$ cat src/logic/gb_loader_settings.svh
//////////////////////////////////////////////////////////////////////
// Loader constants: word and block widths, file-type codes, RTC block
//////////////////////////////////////////////////////////////////////
`ifndef GB_LOADER_SETTINGS_SVH
`define GB_LOADER_SETTINGS_SVH

// Download word, SD buffer word and save RAM word
`define GB_WORD_BITS 16
// 256 words of 16 bits per 512-byte block
`define GB_BLOCK_WORDS_LOG2 8
`define GB_BLOCK_BITS 8
// Save RAM depth in blocks, kept small for simulation
`define GB_SAVE_BLOCKS_LOG2 2

// Host file-type codes
`define GB_FT_CART 6'h01
`define GB_FT_CART_ALT 8'h80
`define GB_FT_PALETTE 8'h03
`define GB_FT_BOOT_CGB 8'h04
`define GB_FT_BOOT_DMG 8'h05
`define GB_FT_BOOT_SGB 8'h06
`define GB_FT_CHEAT 8'hff

// Used words at the start of the RTC block
`define GB_RTC_WORDS 5

`endif

$ cat src/logic/gb_loader_pkg.sv
//////////////////////////////////////////////////////////////////////
// Loader types: words, block numbers, cheat code, palette, file kind
//////////////////////////////////////////////////////////////////////
`default_nettype none

`include "gb_loader_settings.svh"

package gb_loader_pkg;

	typedef logic [`GB_WORD_BITS-1:0] word_t;
	typedef logic [`GB_BLOCK_BITS-1:0] block_t;

	// Download word k lands at bits 16k upward, so flags sit lowest
	typedef struct packed {
		logic [31:0] replace;
		logic [31:0] compare;
		logic [31:0] address;
		logic [31:0] flags;
	} cheat_code_t;

	// Four colours per palette entry, word k at bits 16k upward
	typedef word_t [7:0] palette_t;

	typedef enum logic [2:0] {
		KIND_NONE,
		KIND_CART,
		KIND_BOOT,
		KIND_PALETTE,
		KIND_CHEAT
	} file_kind_t;

endpackage

`default_nettype wire

$ cat src/logic/word_assembler.sv
//////////////////////////////////////////////////////////////////////
// Word assembler: download words into one payload, commit strobe
//////////////////////////////////////////////////////////////////////
`timescale 1ns/1ps
`default_nettype none

`include "gb_loader_settings.svh"

module word_assembler #(
	parameter type payload_t = logic [127:0]
) (
	input  wire                  clk_sys,
	input  wire                  reset,
	input  wire                  clear,
	input  wire                  wr,
	input  wire logic [2:0]      word_index,
	input  gb_loader_pkg::word_t word,
	output payload_t             payload,
	output logic                 commit
);
	localparam int PAYLOAD_BITS = $bits(payload_t);
	localparam int SLOTS = PAYLOAD_BITS / `GB_WORD_BITS;

	logic [PAYLOAD_BITS-1:0] bits_q;

	// Clear first, so a write in the same cycle still lands its slot
	always_ff @(posedge clk_sys) begin
		if (clear)
			bits_q <= '0;
		if (wr)
			bits_q[word_index*`GB_WORD_BITS +: `GB_WORD_BITS] <= word;
	end

	assign payload = payload_t'(bits_q);

	// The last slot completes the payload
	always_ff @(posedge clk_sys) begin
		if (reset)
			commit <= 1'b0;
		else
			commit <= wr & (word_index == 3'(SLOTS - 1));
	end

	a_payload_width: assert property (@(posedge clk_sys)
		PAYLOAD_BITS == 8 * `GB_WORD_BITS);

endmodule

`default_nettype wire

$ cat config.mk
export PLATFORM = sky130hd
export DESIGN_NAME = word_assembler
export DESIGN_NICKNAME = d
export VERILOG_FILES = /design/src/logic/gb_loader_pkg.sv /design/src/logic/word_assembler.sv
export VERILOG_INCLUDE_DIRS = /design/src /design/src/logic
export SDC_FILE = /design/constraint.sdc
export NUM_CORES = 1
export LEC_CHECK = 0
export BUFFER_PORTS_ARGS = -buffer_cell sky130_fd_sc_hd__buf_2
export CAP_MARGIN = 20
export CORE_AREA = 2 2 105 107
export CTS_CLUSTER_DIAMETER = 120
export CTS_CLUSTER_SIZE = 30
export DETAILED_ROUTE_END_ITERATION = 10
export DIE_AREA = 0 0 107 109
export GPL_TIMING_DRIVEN = 0
export HOLD_SLACK_MARGIN = 0.02
export PLACE_DENSITY = 0.9
export SYNTH_ARGS = -nofsm -noshare
export SYNTH_HDL_FRONTEND = slang
export SYNTH_SLANG_ARGS = --single-unit
$ cat constraint.sdc
create_clock -name clk_sys -period 2.16 [get_ports clk_sys]
set_input_delay 0 -clock clk_sys [delete_from_list [all_inputs] [get_ports clk_sys]]
set_output_delay 0 -clock clk_sys [all_outputs]
set_load 0.005 [all_outputs]
After elaboration in Yosys (flattened, before gate mapping)
Cells that the tools add are included.
{"block": "totals", "ff_bits": 129, "output_inout_bits": 129, "word_cells": 10}
{"block": "classes", "add_sub_neg": 1, "n_bitwise": 1, "mux": 3, "n_shift": 2, "eq_ne": 1}
{"operator": "two-way mux 128 bit", "count": 2}
{"operator": "bitwise mux 128 bit", "count": 1}
{"operator": "variable shift 16 x 34 -> 128 bit, first input constant", "count": 1}
{"operator": "variable part select 16 x 34 -> 128 bit", "count": 1}
{"operator": "negation 7 -> 34 bit", "count": 1}
{"operator": "== test 3 bit, second input constant", "count": 1}
{"operator": "bitwise AND 1 bit", "count": 1}

Longest topological paths before layout
{"block": "depth", "depth_word": 4, "ltp_mapped": 9, "mapped_depth_nobuf": 6}

Least setup slack after synthesis
Ideal clock, no wire load.
{"block": "synth_path", "path_kind": "input port to flip-flop", "from": "input port word_index[0]", "to": "register bits_q[70] (netlist: payload[70])", "arrival_time_ns": 1.774, "required_time_ns": 2.088, "n_path_buf": 2, "cell_stages": 8, "setup_slack_ns": 0.314, "cell_sequence": "buf_2 -> inv_1 -> ha_1 -> ha_1 -> o211ai_1 -> nor4_4 -> buf_4 -> mux2i_1"}
{"block": "synth_via", "elab_chain_len": 4}
{"element": "from (decl)", "line": "word_assembler.sv:16", "source": "input wire logic [2:0] word_index,"}
{"element": "negation 7 -> 34 bit *", "line": "word_assembler.sv:31", "source": "bits_q[word_index*`GB_WORD_BITS +: `GB_WORD_BITS] <= word;"}
{"element": "variable part select 16 x 34 -> 128 bit / variable shift 16 x 34 -> 128 bit (equally long branches)", "line": "word_assembler.sv:31"}
{"element": "bitwise mux 128 bit *", "line": "word_assembler.sv:31"}
{"element": "two-way mux 128 bit *", "line": "word_assembler.sv:30", "source": "if (wr)"}
{"element": "to (signal, indexed assignment)", "line": "word_assembler.sv:31"}
{"element": "to (decl)", "line": "word_assembler.sv:24", "source": "logic [PAYLOAD_BITS-1:0] bits_q;"}
Every way passes the cells marked *; elsewhere a longest branch is shown, timed or not.
A chain may end at the register's enable or synchronous reset.

Final worst setup path
{"block": "layout_path", "from": "input port word_index[0]", "to": "register bits_q[121] (netlist: payload[121])"}
The elaborated chain is that of the path after synthesis.

==> flow_summary.json <==
{
  "hold_violations": 0,
  "hpwl_um": 10400,
  "synthDistinctLibCells": 27,
  "wirelength_um": 14900,
  "instances_no_fill": 852,
  "grt_usage_pct": 25.9,
  "syn-cell-area_um2": 5370,
  "rrSetupSlack_ns": 1.30,
  "vias_per_cell": 5.14,
  "cts_tree": "yes",
  "worstSetupPathType": "in2reg",
  "cts_buffers": 17,
  "switching_share_pct": 22.6,
  "p_leak_uw": 0.00332,
  "reg2regPathDepth": 2,
  "postSynthAreaPerCell_um2": 10.5,
  "required_ns": 2.61,
  "drive_gt1_share_pct": 29.9,
  "yosys.area.top_type": "dfxtp_1",
  "clkPwrFrac_pct": 51.0,
  "grt_pass1_wl_um": 22800,
  "cts_root_buffer": "clkbuf_8",
  "wl_per_cell_um": 17.5,
  "die-area_um2": 11700,
  "initial_utilization_pct": 50.6,
  "cp-startpoint": "word_index[0]",
  "dieWidth_um": 107,
  "min_path_type": "in2reg",
  "slew_headroom_pct": 58.4,
  "crit_fanout": 10,
  "gp_congestion": 0.871,
  "die_height_um": 109,
  "cts.path.max_buffers": 2,
  "core_area_um2": 10600,
  "utilization_pct": 67.1,
  "period_share_pct": 85.6,
  "synth_edf_count": 0,
  "status": "finished clean",
  "clk_pin_slew_ns": 0.06,
  "antenna_found_initial": 0,
  "synth_top_area_share_pct": 48.1,
  "synth-main-ff-cell": "dfxtp_1",
  "tightest_slew_ns": 0.619,
  "setup_tns_ns": 0,
  "internal_power_uw": 4460,
  "drv_slew": 0,
  "maxCapViolations": 0,
  "synthTopCellsByArea": "dfxtp_1, mux2i_1, nand2b_1, nand2_1, mux2_4",
  "crit_path_end": "payload[121]$_DFF_P_",
  "yosysMostFrequentCell": "dfxtp_1",
  "p_comb_share_pct": 6.9,
  "grt_max_degree": 17,
  "grt_pass1_vias": 4449,
  "r2r_end": "payload[4]$_DFF_P_",
  "clock_latency_ns": 0.53,
  "skew_ns": 0,
  "ant_nets": 0,
  "synth_nets": 538,
  "rsz0062_at_grt": "no",
  "post_cts_buffers": 0,
  "area_growth_pct": 32.5,
  "cts_sinks": 129,
  "ys_ff_latch": 129,
  "drtIter0Drc": 175,
  "async_flop_share_pct": 0,
  "antenna_cells": 0,
  "critPathArrivalTime_ns": 2.30,
  "pin_count": 152,
  "fin_crit_ns": 1.85,
  "h-tree-depth": 4,
  "fmax_mhz": 541,
  "yosysWarnings": 0,
  "switchingPower_uw": 1300,
  "peakVddDrop_uv": 499,
  "seqPwrFrac_pct": 42.2,
  "dp_cells": 799,
  "io_buffers": 150,
  "drc": 0,
  "regToRegStartpoint": "payload[4]$_DFF_P_",
  "first_pass_iters": 4,
  "via_count": 4379,
  "cp-start-kind": "input pin",
  "grt-ovfl-total": 0,
  "synth_common_cells": "dfxtp_1, mux2i_1, nand2b_1, nand2_1, clkbuf_1",
  "holdWs_ns": 0.0541,
  "power_density_nw_per_um2": 810,
  "synth_cells": 509,
  "nets": 728,
  "setup_violations": 0,
  "endpoint_kind": "register",
  "num_rows": 38,
  "yosysSeqAreaShare_pct": 48.1
}
==> cells by family after synthesis <==
logic type,count (synthesis),share of synthesized area (%)
buffers and inverters,37,3.43
and+or+nand+nor,208,22.0
adders and majority gates,6,1.40
DFF,129,48.1
AOI/OAI and AO/OA,1,0.140
muxes,128,24.9
==> registers in the layout, summed over array words and instances (netlist names) <==
signal and cells:
payload 128, commit 1
==> power by group through the flow <==
stage / sequential, µW / combinational, µW / clock [µW]
floorplan: 2480 / 212 / 0
global placement: 2480 / 352 / 0
detailed placement: 2480 / 362 / 0
CTS: 2430 / 394 / 2970
global route: 2430 / 426 / 3080
finish: 2430 / 396 / 2930
==> through the flow <==
step | power, µW | cell area (µm²) | worst slack, ns
2_1_floorplan | 2690 | 5370 | 0.314
3_3_place_gp | 2830 | 6290 | -0.149
3_5_place_dp | 2840 | 6290 | -0.202
4_1_cts | 5790 | 7110 | 0.326
5_1_grt | 5940 | 7110 | 0.146
6_report | 5760 | 7110 | 0.310
==> final cells by class <==
class / instances / area (µm²)
Clock buffer: 19 / 422
Fill cell: 833 / 3490
Sequential cell: 129 / 2580
Clock inverter: 13 / 188
Timing Repair Buffer: 171 / 961
Multi-Input combinational cell: 343 / 2600
Inverter: 3 / 11.3
Tap cell: 140 / 175
Buffer: 34 / 173
==> critical path, stage by stage <==
cell     delay (ns)
buf_2          0.11
buf_2          0.21
inv_1          0.09
ha_1           0.23
ha_1           0.35
nor2b_1        0.26
and3_1         0.18
buf_2          0.23
buf_2          0.36
mux2i_1        0.27
==> how the worst min path moves through the flow <==
stage,end,slack [ns],start,depth (start not counted)
2_1_floorplan,payload[64]$_DFF_P_,0.14,word[0],2
3_3_place_gp,commit$_SDFF_PP0_,0.30,reset,2
3_5_place_dp,commit$_SDFF_PP0_,0.30,reset,2
4_1_cts,payload[66]$_DFF_P_,0.03,wr,4
5_1_grt,payload[68]$_DFF_P_,0.06,wr,4
6_report,payload[66]$_DFF_P_,0.05,wr,4
==> cells in the final DEF (no fill, tap or decap), types with 2 or more instances in the layout <==
master         Yosys  routed
clkbuf_16          0      16
buf_4              4       4
nand2_1           61      61
ha_1               6       6
dfxtp_1          129     129
nand2b_1         112     112
clkinv_2           0       2
buf_2              9     159
nand4_1            2       2
clkbuf_1          19      21
inv_1              3       3
mux2i_1          112     112
dlygate4sd3_1      0      21
clkinvlp_4         0       3
nor2b_1           18      18
bufinv_16          0       4
nand3_1            3       3
clkinv_4           0       4
mux2_2             6       6
mux2_4            10      10
and3_1             3       3
==> metal layers <==
| metal | global-route usage, % | up-vias | share of wire [%] |
|---|---|---|---|
| met5 | 0 | - | 0 |
| li1 | - | 2072 | - |
| met3 | 7.23 | 41 | 7.1 |
| met4 | 13.6 | 0 | 2.7 |
| met1 | 29.8 | 2092 | 40 |
| met2 | 43.9 | 174 | 50 |
==> timing repair <==
| item | in CTS | in global routing |
|---|---|---|
| hold buffers | 21 | 0 |
| gates resized for setup | 0 | 0 |
| endpoints found under the hold margin | 129 | 0 |
Note: power is estimated with default switching activity, not from simulation.
