## src/logic/gb_loader_settings.svh

```systemverilog
//////////////////////////////////////////////////////////////////////
// Loader constants: word and block widths, file-type codes, RTC block
//////////////////////////////////////////////////////////////////////
`ifndef GB_LOADER_SETTINGS_SVH
`define GB_LOADER_SETTINGS_SVH

// Download word, SD buffer word and save RAM word
`define GB_WORD_BITS 16
// 256 words of 16 bits per 512-byte block
`define GB_BLOCK_WORDS_LOG2 8
`define GB_BLOCK_BITS 8
// Save RAM depth in blocks, kept small for simulation
`define GB_SAVE_BLOCKS_LOG2 2

// Host file-type codes
`define GB_FT_CART 6'h01
`define GB_FT_CART_ALT 8'h80
`define GB_FT_PALETTE 8'h03
`define GB_FT_BOOT_CGB 8'h04
`define GB_FT_BOOT_DMG 8'h05
`define GB_FT_BOOT_SGB 8'h06
`define GB_FT_CHEAT 8'hff

// Used words at the start of the RTC block
`define GB_RTC_WORDS 5

`endif

```

## src/logic/gb_loader_pkg.sv

```systemverilog
//////////////////////////////////////////////////////////////////////
// Loader types: words, block numbers, cheat code, palette, file kind
//////////////////////////////////////////////////////////////////////
`default_nettype none

`include "gb_loader_settings.svh"

package gb_loader_pkg;

	typedef logic [`GB_WORD_BITS-1:0] word_t;
	typedef logic [`GB_BLOCK_BITS-1:0] block_t;

	// Download word k lands at bits 16k upward, so flags sit lowest
	typedef struct packed {
		logic [31:0] replace;
		logic [31:0] compare;
		logic [31:0] address;
		logic [31:0] flags;
	} cheat_code_t;

	// Four colours per palette entry, word k at bits 16k upward
	typedef word_t [7:0] palette_t;

	typedef enum logic [2:0] {
		KIND_NONE,
		KIND_CART,
		KIND_BOOT,
		KIND_PALETTE,
		KIND_CHEAT
	} file_kind_t;

endpackage

`default_nettype wire

```

## src/logic/backup_sequencer.sv

```systemverilog
//////////////////////////////////////////////////////////////////////
// Backup sequencer: enable and pending flags, block transfer FSM
//////////////////////////////////////////////////////////////////////
`timescale 1ns/1ps
`default_nettype none

module backup_sequencer (
	input  wire                   clk_sys,
	input  wire                   reset,
	input  wire                   cart_download,
	input  wire                   cart_done,
	input  wire                   img_mounted,
	input  wire                   img_readonly,
	input  wire                   cart_has_save,
	input  wire                   osd_status,
	input  wire                   autosave_en,
	input  wire                   load_req,
	input  wire                   save_req,
	input  wire                   cram_wr,
	input  wire                   rtc_inuse,
	input  gb_loader_pkg::block_t ram_mask,
	input  wire                   sd_ack,
	output gb_loader_pkg::block_t sd_lba,
	output logic                  sd_rd,
	output logic                  sd_wr,
	output logic                  bk_busy,
	output logic                  bk_loading,
	output logic                  sav_supported,
	output logic                  led_user
);
	import gb_loader_pkg::*;

	logic   cart_dl_q;
	logic   bk_ena;
	logic   sav_pending;
	logic   new_load;
	logic   bk_load;
	logic   bk_save;
	logic   old_load;
	logic   old_save;
	logic   old_ack;
	block_t last_block;

	assign sav_supported = bk_ena & cart_has_save;
	assign led_user      = cart_download | sav_pending;
	assign bk_load       = load_req | new_load;
	assign bk_save       = save_req | (sav_pending & osd_status & autosave_en);
	// One extra block holds the clock timestamp
	assign last_block    = rtc_inuse ? ram_mask + 8'd1 : ram_mask;

	////////////////////////////////////////////////////////////////////
	// Enable and request flags
	////////////////////////////////////////////////////////////////////
	always_ff @(posedge clk_sys) begin
		if (reset) begin
			cart_dl_q   <= 1'b0;
			bk_ena      <= 1'b0;
			sav_pending <= 1'b0;
			new_load    <= 1'b0;
		end else begin
			cart_dl_q <= cart_download;
			if (cart_download & ~cart_dl_q)
				bk_ena <= 1'b0;
			// The save image is mounted while the cartridge streams in
			if (cart_download & img_mounted & ~img_readonly)
				bk_ena <= 1'b1;
			if (cart_done & bk_ena)
				new_load <= 1'b1;
			else if (bk_busy)
				new_load <= 1'b0;
			if (cram_wr & ~osd_status & sav_supported)
				sav_pending <= 1'b1;
			else if (bk_busy)
				sav_pending <= 1'b0;
		end
	end

	////////////////////////////////////////////////////////////////////
	// Block transfer
	////////////////////////////////////////////////////////////////////
	always_ff @(posedge clk_sys) begin
		if (reset) begin
			old_load   <= 1'b0;
			old_save   <= 1'b0;
			old_ack    <= 1'b0;
			bk_busy    <= 1'b0;
			bk_loading <= 1'b0;
			sd_rd      <= 1'b0;
			sd_wr      <= 1'b0;
			sd_lba     <= '0;
		end else begin
			old_load <= bk_load;
			old_save <= bk_save;
			old_ack  <= sd_ack;
			// Host took the request
			if (~old_ack & sd_ack) begin
				sd_rd <= 1'b0;
				sd_wr <= 1'b0;
			end
			if (!bk_busy) begin
				if (bk_ena & ((~old_load & bk_load) | (~old_save & bk_save))) begin
					bk_busy    <= 1'b1;
					bk_loading <= bk_load;
					sd_lba     <= '0;
					sd_rd      <= bk_load;
					sd_wr      <= ~bk_load;
				end
			end else if (old_ack & ~sd_ack) begin
				if (sd_lba == last_block) begin
					bk_busy    <= 1'b0;
					bk_loading <= 1'b0;
				end else begin
					sd_lba <= sd_lba + 8'd1;
					sd_rd  <= bk_loading;
					sd_wr  <= ~bk_loading;
				end
			end
		end
	end

	a_rd_wr_excl: assert property (@(posedge clk_sys) disable iff (reset)
		!(sd_rd && sd_wr));

	// A new block is only asked for between host acknowledges
	a_req_start: assert property (@(posedge clk_sys) disable iff (reset)
		$rose(sd_rd || sd_wr) |-> (bk_busy && !sd_ack));

endmodule

`default_nettype wire

```

## config.mk

```make
export PLATFORM = sky130hd
export DESIGN_NAME = backup_sequencer
export DESIGN_NICKNAME = d
export VERILOG_FILES = /design/src/logic/gb_loader_pkg.sv /design/src/logic/backup_sequencer.sv
export VERILOG_INCLUDE_DIRS = /design/src /design/src/logic
export SDC_FILE = /design/constraint.sdc
export NUM_CORES = 1
export LEC_CHECK = 0
export BUFFER_PORTS_ARGS = -buffer_cell sky130_fd_sc_hd__buf_2
export CAP_MARGIN = 0
export CORE_MARGIN = 8
export CORE_UTILIZATION = 49
export CTS_CLUSTER_SIZE = 12
export DETAILED_ROUTE_END_ITERATION = 10
export PLACE_DENSITY_LB_ADDON = 0.08
export SYNTH_ARGS = -nofsm -noshare
export SYNTH_HDL_FRONTEND = slang
export SYNTH_SLANG_ARGS = --single-unit
```

## constraint.sdc

```tcl
create_clock -name clk_sys -period 2.6 [get_ports clk_sys]
set_clock_uncertainty 0.1 [all_clocks]
set_input_delay 0.26 -clock clk_sys [delete_from_list [all_inputs] [get_ports clk_sys]]
set_output_delay 0.26 -clock clk_sys [all_outputs]
set_load 0.005 [all_outputs]
```

* After elaboration in Yosys (flattened, before gate mapping) *
Cells that the tools add are included.

word-level totals
  input port bits = 22
  register bits after elaboration = 19

cells by class
  reductions and logical operators = 6
  muxes and demuxes = 28
  bitwise operators = 27
  add/sub/neg operators = 2
  eq/ne operators = 4

operators by type and width
  operator             count
  $mux 8               5
  $mux 1               23
  $add 8x1->8 const B  2
  $and 1x1->1          14
  $not 1->1            9
  $eq 8x8->1           1
  $reduce_bool 2->1    4
  $reduce_and 3->1     2
  $ne 2x1->1 const B   2
  $or 1x1->1           4
  $ne 2x2->1 const B   1

* Logic depth before layout (Yosys ltp) *
  word-level depth = 8
  depth in mapped cells = 8

* Least setup slack after synthesis *
Ideal clock, no wire load.

  kind = reg2reg
  from = register sd_lba[2]
  to = register sd_lba[5]
  setup time = 70 ps
  data required time = 2,430 ps
  slack = 474 ps
  path buffers = 0
  clock period less this slack = 2,126 ps
  stages on the path, launching flop included = 7
  arrival time = 1,956 ps
  cell sequence = dfxtp_1 > xnor3_1 > and3_1 > o2111ai_1 > a211oi_4 > or4_1 > a21oi_1

on the way
  word-level cells in the longest chain between the ends = 4
  elaborated cells between the ends (all ways) = 7

RTL lines
  what                      RTL line                 RTL
  start: declaration        backup_sequencer.sv:23   output gb_loader_pkg::block_t sd_lba,
  start signal: assignment  backup_sequencer.sv:113  sd_lba <= sd_lba + 8'd1;
  $add 8x1->8               backup_sequencer.sv:113
  $mux 8                    backup_sequencer.sv:109  if (sd_lba == last_block) begin
  $mux 8                    backup_sequencer.sv:108  end else if (old_ack & ~sd_ack) begin
  $mux 8                    backup_sequencer.sv:100  if (!bk_busy) begin

Several ways; a longest one is shown, not always the timed one. The select of a mux whose other input is x is not followed.
A chain may end at the register's enable or synchronous reset.

* Worst setup path after layout *
  from = register sd_lba[2]
  to = register sd_lba[6]

Same word-level chain as after synthesis.

==> results.cfg <==
[status]
status = completed

[placement]
place_ws_ps = 45.7
port_buffers = 35
gp_congestion = 0.827
dpl_cell_area_um2 = 1320
dpl.hpwl_mm = 2.21

[power_and_ir_drop]
p_seq_share_pct = 57.3
cell_internal_pwr_uw = 389
clock_power_share_pct = 28.9
switching_power_uw = 137
p_sw_share_pct = 26.0
power.density_nw_per_um2 = 389
p_leak_nw = 0.581
combPwrFrac_pct = 13.8
peakVddDrop_uv = 313

[finish]
nFillCells = 212
post-route-util_pct = 61.6
seq_area_um2 = 380
insertedDiodeCount = 0
stdcell_area_um2 = 1350
fin_nets = 191
drive_gt1_share_pct = 28.9
syn2layout_area_growth_pct = 20.4
multi_input_area_um2 = 713

[synthesis]
synth-compound-area-share_pct = 18.5
synth_fa_ha_area_share_pct = 2.23
synthSimpleGateAreaFrac_pct = 29.9
ys_ff_latch = 19
postSynthCellCount = 129
synth_nets = 153
synth_flop_cell = dfxtp_1
avgSynthCellArea_um2 = 8.69
yosysSeqAreaShare_pct = 33.9
syn_area_um2 = 1120
ys_warn_count = 0
synth_mux_area_share_pct = 3.13
ys_async_sr_fraction_pct = 0
synth-xor-area-share_pct = 9.82
synth-edff-count = 0
synth_top_family_by_area = simple AND/OR/NAND/NOR gates
synth_cell_types = 42

[route]
drt_iter0_drc = 68
avgRoutedWirePerCell_um = 14.1
wirelength_mm = 2.74
ant_nets = 0
via_count = 1088
drtPass1Iterations = 4
viasPerCell = 5.61
drcViolationCount = 0

[floorplanning]
fp.dieW_um = 63.8
fp.dieArea_um2 = 4070
top_level_ports = 36
row_count = 17
coreArea_um2 = 2190
start_util_pct = 51.2
die_h_um = 63.8

[timing]
worst_pin_slew_ps = 334
period_needed_ps = 2350
slew_violations = 0
worst_hold_slack_ps = 89.5
rsz0062_at_grt = no
setup_viol = 0
fin_crit_sh_pct = 90.3
finalHoldViolations = 0
relSlewSlack_pct = 77.6
setup_slack_ps = 251
fmax_mhz = 426
setup_tns_ps = 0

[clock_network]
cts_root_buf = clkbuf_4
post_cts_buffers = 0
cts.path.max_buffers = 2
clk_pin_slew_ps = 110
cts_tree = done
clk_latency_ps = 300
holdBufCountCts = 0
cts_resized = 0
htree_levels = 1
cts_buffers = 3
clock_sinks = 19

[worst_setup_path]
cp.required_ps = 2730
start_kind = flip-flop
endpoint_kind = flip-flop
worstPathCellList = xnor3_1, and3_1, o2111ai_1, a211oi_4, buf_4, or4_1, a21oi_1
crit_arrival_ps = 2480
cpMaxStageDelayCell = or4_1
max_stage_delay_ps = 500
crit_buf_inv = 1
crit_family = simple AND/OR/NAND/NOR gates
critPathMaxFanout = 13
crit_start = sd_lba[2]$_SDFFE_PP0P_
reg2reg_from = sd_lba[2]$_SDFFE_PP0P_
worstSetupPathType = reg2reg

[min_path]
hp-start = cart_done
worst_hold_path_type = in2reg

[global_routing]
grt_usage_pct = 13.8
grt_overflow = 0
grt_max_degree = 19
grt_pass1_vias = 1128
grt_pass1_wl_mm = 4.77
antenna_found_initial = 0

[run]
drv_cap = 0
power groups by stage:
stage	sequential, mW	clock (mW)	combinational, mW
final	0.301	0.152	0.0725
after CTS	0.301	0.157	0.0728
after floorplan	0.307	0	0.0416
after global routing	0.302	0.168	0.0814
after detailed placement	0.308	0	0.0724
after global placement	0.308	0	0.0702
worst register-to-register path: stages (launching register included):
cell and delay, ps:
dfxtp_1 370, xnor3_1 390, and3_1 170, o2111ai_1 290, a211oi_4 100, buf_4 200
or4_1 500, a21oi_1 160
cells in the mapped netlist, types with 2 or more instances:
master	instances	area share, %
a21oi_1	12	5.4
and2_1	3	1.7
and3_1	4	2.2
clkbuf_1	2	0.67
dfxtp_1	19	34
ha_1	2	2.2
mux2i_1	2	1.8
nand2_1	9	3.0
nand2b_1	5	2.8
nand3_1	4	1.8
nand3b_1	3	2.0
nand4_1	3	1.7
nor2_1	6	2.0
nor2b_1	4	2.2
nor3_1	5	2.2
o21a_1	3	2.0
o21ai_1	4	1.8
o221ai_1	2	1.6
o31ai_1	2	1.3
or3_1	3	1.7
or4_1	3	2.0
xnor2_1	5	3.9
xor2_1	5	3.9
cells in the final DEF (no fill, tap or decap), types with 2 or more instances in the layout:
cell	n
mux2i_1	2
nor2_1	6
o221ai_1	2
a21oi_1	12
dfxtp_1	19
o21ai_1	4
ha_1	2
nand3_1	4
o31ai_1	2
and2_1	3
o21a_1	3
nor3_1	5
xnor2_1	5
nand3b_1	3
xor2_1	5
nand4_1	3
nand2_1	9
or4_1	3
nor2b_1	4
or3_1	3
buf_2	35
clkbuf_4	3
and3_1	4
buf_4	2
nand2b_1	5
state kept, by name, indices dropped and copies added, names as in the netlist:
name         count
old_ack          1
sd_rd            1
bk_busy          1
bk_ena           1
sav_pending      1
old_save         1
cart_dl_q        1
sd_wr            1
new_load         1
old_load         1
sd_lba           8
bk_loading       1
cells by family (layout without fill, tap and decap cells):
kind of cell | Yosys count | after routing
DFF | 19 | 19
AOI/OAI and AO/OA | 31 | 31
muxes | 3 | 3
and+or+nand+nor | 58 | 58
buffers and inverters | 5 | 42
xor gates and xnor gates | 11 | 11
adders and majority gates | 2 | 2
layer usage:
layer / GRT usage [%] / wire [um] / vias to the layer above
li1: - / - / 549
met1: 15.3 / 1240 / 504
met2: 24.5 / 1330 / 33
met3: 4.36 / 160 / 2
met4: 3.90 / 10 / 0
met5: 0 / 0 / -
per-stage QoR:
step | total power [mW] | std cells
after floorplan | 0.349 | 129
after global placement | 0.378 | 190
after detailed placement | 0.380 | 190
after CTS | 0.531 | 194
after global routing | 0.552 | 194
final | 0.526 | 194
worst paths after layout:
check | endpoint | slack, ps | cells after the start
max reg2reg | sd_lba[6]$_SDFFE_PP0P_ | 250 | 7
max | sd_lba[6]$_SDFFE_PP0P_ | 250 | 7
min | new_load$_SDFFE_PP0P_ | 90 | 3
min reg2reg | new_load$_SDFFE_PP0P_ | 380 | 2
area by class of cell:
type,instances,share of cell area (%)
repair buffers,37,14.1
multi-input cells,105,52.8
flip-flops and latches,19,28.2
well taps,28,2.60
inverters,1,0.278
clock buffers,3,1.67
clock inverters,1,0.371
(Power assumes the default switching activity.)
