### src/logic/gb_loader_settings.svh
//////////////////////////////////////////////////////////////////////
// Loader constants: word and block widths, file-type codes, RTC block
//////////////////////////////////////////////////////////////////////
`ifndef GB_LOADER_SETTINGS_SVH
`define GB_LOADER_SETTINGS_SVH

// Download word, SD buffer word and save RAM word
`define GB_WORD_BITS 16
// 256 words of 16 bits per 512-byte block
`define GB_BLOCK_WORDS_LOG2 8
`define GB_BLOCK_BITS 8
// Save RAM depth in blocks, kept small for simulation
`define GB_SAVE_BLOCKS_LOG2 2

// Host file-type codes
`define GB_FT_CART 6'h01
`define GB_FT_CART_ALT 8'h80
`define GB_FT_PALETTE 8'h03
`define GB_FT_BOOT_CGB 8'h04
`define GB_FT_BOOT_DMG 8'h05
`define GB_FT_BOOT_SGB 8'h06
`define GB_FT_CHEAT 8'hff

// Used words at the start of the RTC block
`define GB_RTC_WORDS 5

`endif

### src/logic/gb_loader_pkg.sv
//////////////////////////////////////////////////////////////////////
// Loader types: words, block numbers, cheat code, palette, file kind
//////////////////////////////////////////////////////////////////////
`default_nettype none

`include "gb_loader_settings.svh"

package gb_loader_pkg;

	typedef logic [`GB_WORD_BITS-1:0] word_t;
	typedef logic [`GB_BLOCK_BITS-1:0] block_t;

	// Download word k lands at bits 16k upward, so flags sit lowest
	typedef struct packed {
		logic [31:0] replace;
		logic [31:0] compare;
		logic [31:0] address;
		logic [31:0] flags;
	} cheat_code_t;

	// Four colours per palette entry, word k at bits 16k upward
	typedef word_t [7:0] palette_t;

	typedef enum logic [2:0] {
		KIND_NONE,
		KIND_CART,
		KIND_BOOT,
		KIND_PALETTE,
		KIND_CHEAT
	} file_kind_t;

endpackage

`default_nettype wire

### src/logic/download_router.sv
//////////////////////////////////////////////////////////////////////
// Download router: file-type decode, edge detection, write steering
//////////////////////////////////////////////////////////////////////
`timescale 1ns/1ps
`default_nettype none

`include "gb_loader_settings.svh"

module download_router (
	input  wire                  clk_sys,
	input  wire                  reset,
	input  wire                  ioctl_download,
	input  wire                  ioctl_wr,
	input  wire logic [24:0]     ioctl_addr,
	input  gb_loader_pkg::word_t ioctl_dout,
	input  wire logic [7:0]      filetype,
	output logic                 cart_download,
	output logic                 boot_download,
	output logic                 cart_done,
	output logic                 palette_wr,
	output logic                 cheat_wr,
	output logic                 cheat_clear,
	output logic [2:0]           word_index,
	output gb_loader_pkg::word_t word
);
	import gb_loader_pkg::*;

	file_kind_t kind_d;
	file_kind_t kind_q;
	logic       download_q;
	logic       dl_start;

	always_comb begin
		kind_d = KIND_NONE;
		if (ioctl_download) begin
			if (filetype[5:0] == `GB_FT_CART || filetype == `GB_FT_CART_ALT)
				kind_d = KIND_CART;
			else if (filetype == `GB_FT_PALETTE)
				kind_d = KIND_PALETTE;
			else if (filetype == `GB_FT_BOOT_CGB || filetype == `GB_FT_BOOT_DMG ||
					filetype == `GB_FT_BOOT_SGB)
				kind_d = KIND_BOOT;
			else if (filetype == `GB_FT_CHEAT)
				kind_d = KIND_CHEAT;
		end
	end

	assign cart_download = (kind_d == KIND_CART);
	assign boot_download = (kind_d == KIND_BOOT);
	assign dl_start = ioctl_download & ~download_q;

	always_ff @(posedge clk_sys) begin
		if (reset) begin
			download_q  <= 1'b0;
			kind_q      <= KIND_NONE;
			cart_done   <= 1'b0;
			palette_wr  <= 1'b0;
			cheat_wr    <= 1'b0;
			cheat_clear <= 1'b0;
		end else begin
			download_q <= ioctl_download;
			kind_q     <= kind_d;
			// Previous cycle was a cartridge download, this one is not
			cart_done  <= (kind_q == KIND_CART) & ~cart_download;
			palette_wr <= ioctl_wr & (kind_d == KIND_PALETTE);
			cheat_wr   <= ioctl_wr & (kind_d == KIND_CHEAT);
			// A palette download shares the menu slot, so cheats are dropped
			cheat_clear <= (ioctl_wr & (kind_d == KIND_CHEAT) & (ioctl_addr == 25'd0)) |
					(dl_start & (kind_d == KIND_CART || kind_d == KIND_PALETTE));
		end
	end

	// Word index and data travel with the delayed strobes
	always_ff @(posedge clk_sys) begin
		word_index <= ioctl_addr[3:1];
		word       <= ioctl_dout;
	end

	a_even_addr: assert property (@(posedge clk_sys) disable iff (reset)
		ioctl_wr |-> !ioctl_addr[0]);

endmodule

`default_nettype wire

### config.mk
export PLATFORM = sky130hd
export DESIGN_NAME = download_router
export DESIGN_NICKNAME = d
export VERILOG_FILES = /design/src/logic/gb_loader_pkg.sv /design/src/logic/download_router.sv
export VERILOG_INCLUDE_DIRS = /design/src /design/src/logic
export SDC_FILE = /design/constraint.sdc
export NUM_CORES = 1
export LEC_CHECK = 0
export BUFFER_PORTS_ARGS = -buffer_cell sky130_fd_sc_hd__buf_2
export CAP_MARGIN = 40
export CORE_ASPECT_RATIO = 1.4
export CORE_MARGIN = 5
export CORE_UTILIZATION = 35
export CTS_BUF_LIST = sky130_fd_sc_hd__clkbuf_4
export CTS_CLUSTER_DIAMETER = 60
export CTS_CLUSTER_SIZE = 25
export DETAILED_ROUTE_END_ITERATION = 6
export PLACE_DENSITY = 0.89
export SLEW_MARGIN = 40
export SYNTH_ARGS = -nofsm -noshare
export SYNTH_HDL_FRONTEND = slang
export SYNTH_SLANG_ARGS = --single-unit
export TNS_END_PERCENT = 1
### constraint.sdc
create_clock -name clk_sys -period 1.7 [get_ports clk_sys]
set_clock_uncertainty 0.2 [all_clocks]
set_input_delay 0.085 -clock clk_sys [delete_from_list [all_inputs] [get_ports clk_sys]]
set_output_delay 0.085 -clock clk_sys [all_outputs]
set_load 0.01 [all_outputs]
=== After elaboration in Yosys (flattened, before gate mapping) ===
Index checks and enable logic that the tools add are counted.
W data, S select, Z words.

* Bits in registers: 27

* Bitwise operators: 9
* Reductions and logical operators: 5
* Multiplexer cells: 5
* Eq/ne operators: 12

{| class="wikitable"
|+ Operator list
! operator !! number
|-
| $logic_not A25 Y1 || 1
|-
| $eq A8 B3 Y1 const B || 3
|-
| $eq A8 B8 Y1 const B || 2
|-
| $mux W3 || 5
|-
| $eq A8 B2 Y1 const B || 1
|-
| $and A1 B1 Y1 || 6
|-
| $eq A3 B1 Y1 const B || 2
|-
| $eq A3 B2 Y1 const B || 2
|-
| $eq A6 B1 Y1 const B || 1
|-
| $logic_or A1 B1 Y1 || 4
|-
| $eq A3 B3 Y1 const B || 1
|-
| $not A1 Y1 || 2
|-
| $or A1 B1 Y1 || 1
|}

=== Longest topological paths before layout ===
Gate-level depths: netlist (run 1).

* Depth in word-level cells: 11
* Depth in mapped cells: 4
* Gate-level depth less buffers: 4

=== Least setup slack after synthesis (run 1) ===
OpenSTA, ideal clock, no wires.

* Path type: input to output
* From: input port filetype[6]
* To: output port boot_download
* Path buffers: 0
* Cell stages on the path: 3
* Arrival time: 1318 ps
* Slack: 97 ps
* Path through: or4_1 or4b_4 nor2_1

* Word-level cells in the longest chain between the ends: 8

{| class="wikitable"
|+ RTL lines
! what !! RTL line !! text
|-
| start, declared || download_router.sv:16 || <nowiki>input wire logic [7:0] filetype,</nowiki>
|-
| $eq A8 B3 Y1 (no line) || - ||
|-
| $logic_or A1 B1 Y1 (no line) (2 in a row) || - ||
|-
| $mux W3 || download_router.sv:40 || <nowiki>else if (filetype == `GB_FT_BOOT_CGB || filetype == `GB_FT_BOOT_DMG ||</nowiki>
|-
| $mux W3 || download_router.sv:38 || <nowiki>else if (filetype == `GB_FT_PALETTE)</nowiki>
|-
| $mux W3 (*) || download_router.sv:36 || <nowiki>if (filetype[5:0] == `GB_FT_CART || filetype == `GB_FT_CART_ALT)</nowiki>
|-
| $mux W3 (*) || download_router.sv:35 || <nowiki>if (ioctl_download) begin</nowiki>
|-
| $eq A3 B2 Y1 (*) || download_router.sv:49 || <nowiki>assign boot_download = (kind_d == KIND_BOOT);</nowiki>
|-
| end, declared || download_router.sv:18 || <nowiki>output logic boot_download,</nowiki>
|}

Every way passes the cells marked *; elsewhere a longest branch is shown, timed or not.

=== Worst setup path in the final report (run 1) ===
* From: input port filetype[4]
* To: output port boot_download

Same word-level chain as after synthesis.

==> results of run 1 <==
==> worst min-delay path: stages <==
cell and delay (ns):
buf_2 0.12, nand4_1 0.12, nor4_1 0.08
==> kinds of logic (layout without fill, tap and decap cells) <==
kind of cell,Yosys count,in the layout,share of synthesized area
buffers and inverters,2,127,0.00997
xor gates and xnor gates,1,1,0.0116
and+or+nand+nor,28,28,0.233
AOI/OAI and AO/OA,3,3,0.0282
DFF,27,27,0.718
==> metrics by stage <==
step	instances	utilization	TNS, ns	area [um2]
6_report	208	0.776	-0.0139	1650
5_1_grt	208	0.776	-0.0407	1650
4_1_cts	208	0.769	-0.0761	1640
3_5_place_dp	163	0.559	-0.144	1190
3_3_place_gp	163	0.559	-0.0595	1190
2_1_floorplan	61	-	0	753
==> area by class of cell <==
type                            count  area share
Inverter                            2     0.00455
Tap cell                           22      0.0167
Clock buffer                        4      0.0182
Sequential cell                    27       0.328
Timing Repair Buffer              121       0.498
Multi-Input combinational cell     32       0.135
==> per-layer routing <==
metal  GRT usage  part of all wire  vias up
li1            -                 -      469
met1       0.205              0.34      443
met2       0.402              0.55       61
met3      0.0529              0.10        2
met4      0.0707            0.0061        0
met5           0                 0        -
==> cells in the final DEF, fill, tap and decap left out, drive strengths merged <==
cell type / synthesis / layout
nand2: 2 / 2
buf: 0 / 81
o21ai: 1 / 1
nor3: 5 / 5
dfxtp: 27 / 27
xor2: 1 / 1
and2b: 1 / 1
nand3: 1 / 1
dlygate4sd3: 0 / 40
nor4: 7 / 7
nand2b: 1 / 1
nand4b: 1 / 1
nor2b: 1 / 1
or4: 2 / 2
clkbuf: 0 / 4
and2: 1 / 1
o22ai: 1 / 1
o211a: 1 / 1
or4b: 1 / 1
nor2: 3 / 3
nand4: 2 / 2
inv: 2 / 2
==> report_power, final <==
part	switching (mW)	leakage [nW]	internal, mW
combinational	0.0713	0.585	0.129
sequential	0.00681	0.225	0.658
clock	0.162	0.0184	0.107
==> worst max path at each step <==
stage                           start             to  slack, ns  cells after the start
after global placement    filetype[6]  boot_download      -0.06                      5
final                     filetype[4]  boot_download      -0.01                      5
after CTS                 filetype[4]  boot_download      -0.08                      5
after detailed placement  filetype[6]  boot_download      -0.11                      5
after global routing      filetype[4]  boot_download      -0.04                      5
after floorplan           filetype[6]  boot_download        0.1                      3
==> what timing repair did <==
| action | in CTS | in global routing |
|---|---|---|
| endpoints found under the setup margin | 1 | 2 |
| hold buffers | 40 | 1 |
| resized for setup | 2 | 3 |
| hold endpoints to repair | 27 | 4 |
| setup buffers | 1 | 0 |
| pin swaps | 3 | 2 |
==> state kept, by name, indices dropped and copies added (netlist names) <==
name         flops
cheat_wr         1
palette_wr       1
cart_done        1
word_index       3
word            16
download_q       1
cheat_clear      1
kind_q           3
==> impl_metrics.env, run 1 <==
export IMPL_synth_edf_count=0
export IMPL_startpoint_type="primary input"
export IMPL_pre_cts_slack_ns=-0.108
export IMPL_clk_pin_slew_worst_paths_ns=0.13
export IMPL_worstHoldStart="filetype[3]"
export IMPL_drive_above_1_share=0.495
export IMPL_cpMaxStageDelayCell="or4_4"
export IMPL_post_dp_hpwl_um=1920
export IMPL_grtUsageTotal=0.207
export IMPL_gp_congestion=0.790
export IMPL_core_area_um2=2130
export IMPL_synth_distinct_cells=20
export IMPL_hold_path_class="in -> reg"
export IMPL_via_per_inst=4.69
export IMPL_antenna_cells=0
export IMPL_synth_ff_type="dfxtp_1"
export IMPL_grt_pass1_wl_um=5190
export IMPL_die_w_um=49.2
export IMPL_gr_total_overflow=0
export IMPL_die_area_um2=3190
export IMPL_ys_ff_latch=27
export IMPL_antenna_found_initial=0
export IMPL_path_class="in -> out"
export IMPL_outcome="finished with violations"
export IMPL_ys_warn_count=0
export IMPL_power_mw=1.14
export IMPL_synth_area_um2=753
export IMPL_yosysMostFrequentCell="dfxtp_1"
export IMPL_wire_per_inst_um=14.9
export IMPL_vdd_ir_drop_max_mv=0.411
export IMPL_cp_data_arrival_time_ns=1.43
export IMPL_cts_tree="built"
export IMPL_ant_nets=0
export IMPL_rows=20
export IMPL_clock_tree_buffer_depth=2
export IMPL_post_route_period_util=1.01
export IMPL_syn_inst=61
export IMPL_drt_iter0_drc=6
export IMPL_clock_fmax_mhz=583
export IMPL_ios=78
export IMPL_synth_area_per_cell_um2=12.3
export IMPL_ys_top_cells_by_count="27 x dfxtp_1, 7 x nor4_1, 4 x nor3_1, 3 x nor2_1"
export IMPL_wirelength_um=3100
export IMPL_hold_violations=4
export IMPL_cp_max_fo=2
export IMPL_worstMarginPinSlew_ns=0.448
export IMPL_grt_max_degree=15
export IMPL_timing_hold_ws_ns=-0.0571
export IMPL_r2r_slack_ns=0.85
export IMPL_cts_made_buffers=3
export IMPL_seq_area_um2=541
export IMPL_die_h_um=64.9
export IMPL_setup_violations=1
export IMPL_postLayoutSetupSlackWorst_ns=-0.0139
export IMPL_crit_buf_inv=2
export IMPL_failed_checks="hold timing, setup timing"
export IMPL_vias=975
export IMPL_maxSlewViolCount=0
export IMPL_maxCapViolCount=0
export IMPL_cp_required_ns=1.41
export IMPL_r2r_end="cart_done"
export IMPL_initial_utilization=0.354
export IMPL_synth_net_count=114
export IMPL_synth_top_cell_area_share=0.718
export IMPL_powerDensity_nw_per_um2=688
export IMPL_rsz0062_at_grt="true"
export IMPL_cts_sinks=27
export IMPL_async_flop_share=0
export IMPL_cp_slowest_stage_delay_ns=0.53
export IMPL_seq_area_frac_synth=0.718
export IMPL_path_cells="buf_6 -> or4_4 -> or4b_4 -> nor2_2 -> buf_2"
export IMPL_drcViolationCount=0
export IMPL_area_growth_pct=119
export IMPL_drt_pre_antenna_iters=4
export IMPL_cts_root_buf="clkbuf_4"
export IMPL_hold_depth=3
export IMPL_min_to="cheat_wr"
export IMPL_multiInputGateArea_um2=223
export IMPL_clock_latency_ns=0.30
export IMPL_yosysTopAreaCell="dfxtp_1"
export IMPL_timing_rr_start="kind_q[1]"
export IMPL_grt_pass1_vias=1114
export IMPL_p_leak_nw=0.829
export IMPL_timing_final_crit_period_ns=1.71
export IMPL_fillers=127
export IMPL_critical_path_top_delay_family="simple AND/OR/NAND/NOR gates"
export IMPL_final_nets=240
export IMPL_htreeDepth=1
export IMPL_synthTopCellsByArea="dfxtp_1 72%, nor4_1 5.8%, nor3_1 2.7%"
export IMPL_rr_worst_depth=1
export IMPL_port_buffers=77
export IMPL_max_slew_margin=0.698
export IMPL_cp_end_kind="output pin"
Note: power is estimated with default switching activity, not from simulation.
==> run 2, diff against run 1 <==
- clock period: 1.7 -> 1.8 ns (I/O delays scaled with it)
==> run 2 against run 1 <==
  * The flow now finishes without violations
  * Critical path type unchanged
  * Via count increased by 2.4%
  * Register-to-register slack improved by 0.11 ns
  * Power decreased by 4.2%
  * Highest routed layer unchanged
  * Sequential power decreased by 5.6%
  * Clock-buffer cell count unchanged
==> impl_metrics.env, run 2 (synthesis results as in run 1) <==
export IMPL_post_route_period_util=1.00
export IMPL_gr_total_overflow=0
export IMPL_largestRegisters="word: 16 flops, kind_q: 3 flops, word_index: 3 flops"
export IMPL_cp_max_fo=3
export IMPL_timing_final_crit_period_ns=1.80
export IMPL_tns_ns=0
export IMPL_hold_path_class="in -> reg"
export IMPL_antenna_found_initial=0
export IMPL_final_common_cell="buf_2"
export IMPL_multiInputGateArea_um2=215
export IMPL_die_w_um=49.2
export IMPL_timing_hold_ws_ns=0.0881
export IMPL_initial_utilization=0.354
export IMPL_fin_cells=209
export IMPL_pre_cts_slack_ns=-0.000130
export IMPL_crit_buf_inv=2
export IMPL_clock_tree_buffer_depth=2
export IMPL_port_buffers=77
export IMPL_outcome="finished clean"
export IMPL_ant_nets=0
export IMPL_p_leak_nw=0.831
export IMPL_clock_latency_ns=0.32
export IMPL_max_slew_margin=0.722
export IMPL_cp_end_kind="output pin"
export IMPL_via_per_inst=4.78
export IMPL_cts_sinks=27
export IMPL_rows=20
export IMPL_antenna_cells=0
export IMPL_postLayoutSetupSlackWorst_ns=0.000193
export IMPL_fin_area_um2=1650
export IMPL_vdd_ir_drop_max_mv=0.388
export IMPL_grt_max_degree=15
export IMPL_rsz0062_at_grt="true"
export IMPL_drive_above_1_share=0.465
export IMPL_setup_violations=0
export IMPL_wire_per_inst_um=15.6
export IMPL_post_dp_hpwl_um=1980
export IMPL_die_h_um=64.9
export IMPL_area_growth_pct=120
export IMPL_gp_congestion=0.794
export IMPL_clk_pin_slew_worst_paths_ns=0.13
export IMPL_hold_violations=0
export IMPL_drcViolationCount=0
export IMPL_cts_tree="built"
export IMPL_cpMaxStageDelayCell="or4b_4"
export IMPL_largest_reg_flops=16
export IMPL_die_area_um2=3190
export IMPL_htreeDepth=1
export IMPL_fillers=131
export IMPL_drt_iter0_drc=12
export IMPL_path_cells="buf_2 -> or4_4 -> or4b_4 -> nor2_1 -> buf_2"
export IMPL_core_area_um2=2130
export IMPL_worstMarginPinSlew_ns=0.413
export IMPL_largest_register="word"
export IMPL_place_inst=160
export IMPL_final_nets=241
export IMPL_grt_pass1_wl_um=5150
export IMPL_clock_fmax_mhz=556
export IMPL_final_cell_mix="77 x buf_2, 44 x dlygate4sd3_1, 27 x dfxtp_1"
export IMPL_ios=78
export IMPL_critical_path_top_delay_family="simple AND/OR/NAND/NOR gates"
export IMPL_maxSlewViolCount=0
export IMPL_path_class="in -> out"
export IMPL_grt_pass1_vias=1122
export IMPL_placed_cell_area_um2=1170
export IMPL_cp_required_ns=1.51
export IMPL_cp_slowest_stage_delay_ns=0.55
export IMPL_vias=998
export IMPL_maxCapViolCount=0
export IMPL_cp_common_cell="buf_2"
export IMPL_cts_made_buffers=3
export IMPL_cp_data_arrival_time_ns=1.51
export IMPL_drt_pre_antenna_iters=4
export IMPL_grtUsageTotal=0.212
export IMPL_powerDensity_nw_per_um2=657
export IMPL_wirelength_um=3250
export IMPL_cts_root_buf="clkbuf_4"
export IMPL_post_route_util=0.778
export IMPL_seq_area_um2=541
export IMPL_power_mw=1.09
export IMPL_startpoint_type="primary input"
## run 2: changes by cell type in the layout (fill, tap and decap cells not counted), sizes merged
cell / before / now
buf: 81 / 78
dlygate4sd3: 40 / 44
## run 2: routing by layer
metal	up-vias	share of wire	track usage
li1	474	-	-
met1	449	0.35	0.212
met2	69	0.53	0.406
met3	6	0.10	0.0529
met4	0	0.016	0.0808
met5	-	0	0
## run 2: worst min-delay path, cell delays in order
cell and delay, ns:
buf_2 0.10, or4_4 0.12, or4b_4 0.12, buf_4 0.10, nor2_1 0.04
## run 2: timing repair
action | in CTS | in global routing
endpoints found under the hold margin | 27 | 1
endpoints found under the setup margin | 1 | 2
pin swaps | 3 | 0
hold buffers | 43 | 2
resized for setup | 1 | 1
setup buffers | 1 | 0
## run 2: layout make-up
class	count	share of cell area
Clock buffer	4	0.0182
Sequential cell	27	0.327
Timing Repair Buffer	122	0.504
Tap cell	22	0.0166
Multi-Input combinational cell	32	0.130
Inverter	2	0.00454
## run 2: final timing paths
check | start | to | slack (ns) | cells past startpoint
hold / removal | filetype[4] | kind_q[1] | 0.09 | 5
setup / recovery | filetype[5] | boot_download | 0.0002 | 5
setup reg to reg | kind_q[1] | cart_done | 0.96 | 1
hold reg to reg | kind_q[1] | cart_done | 0.20 | 1
## run 2: where the power goes
group          switching, mW  leakage [nW]  internal, mW
logic                 0.0700         0.587         0.121
clock network          0.166        0.0184         0.102
registers            0.00618         0.225         0.622
total                  0.243         0.831         0.845
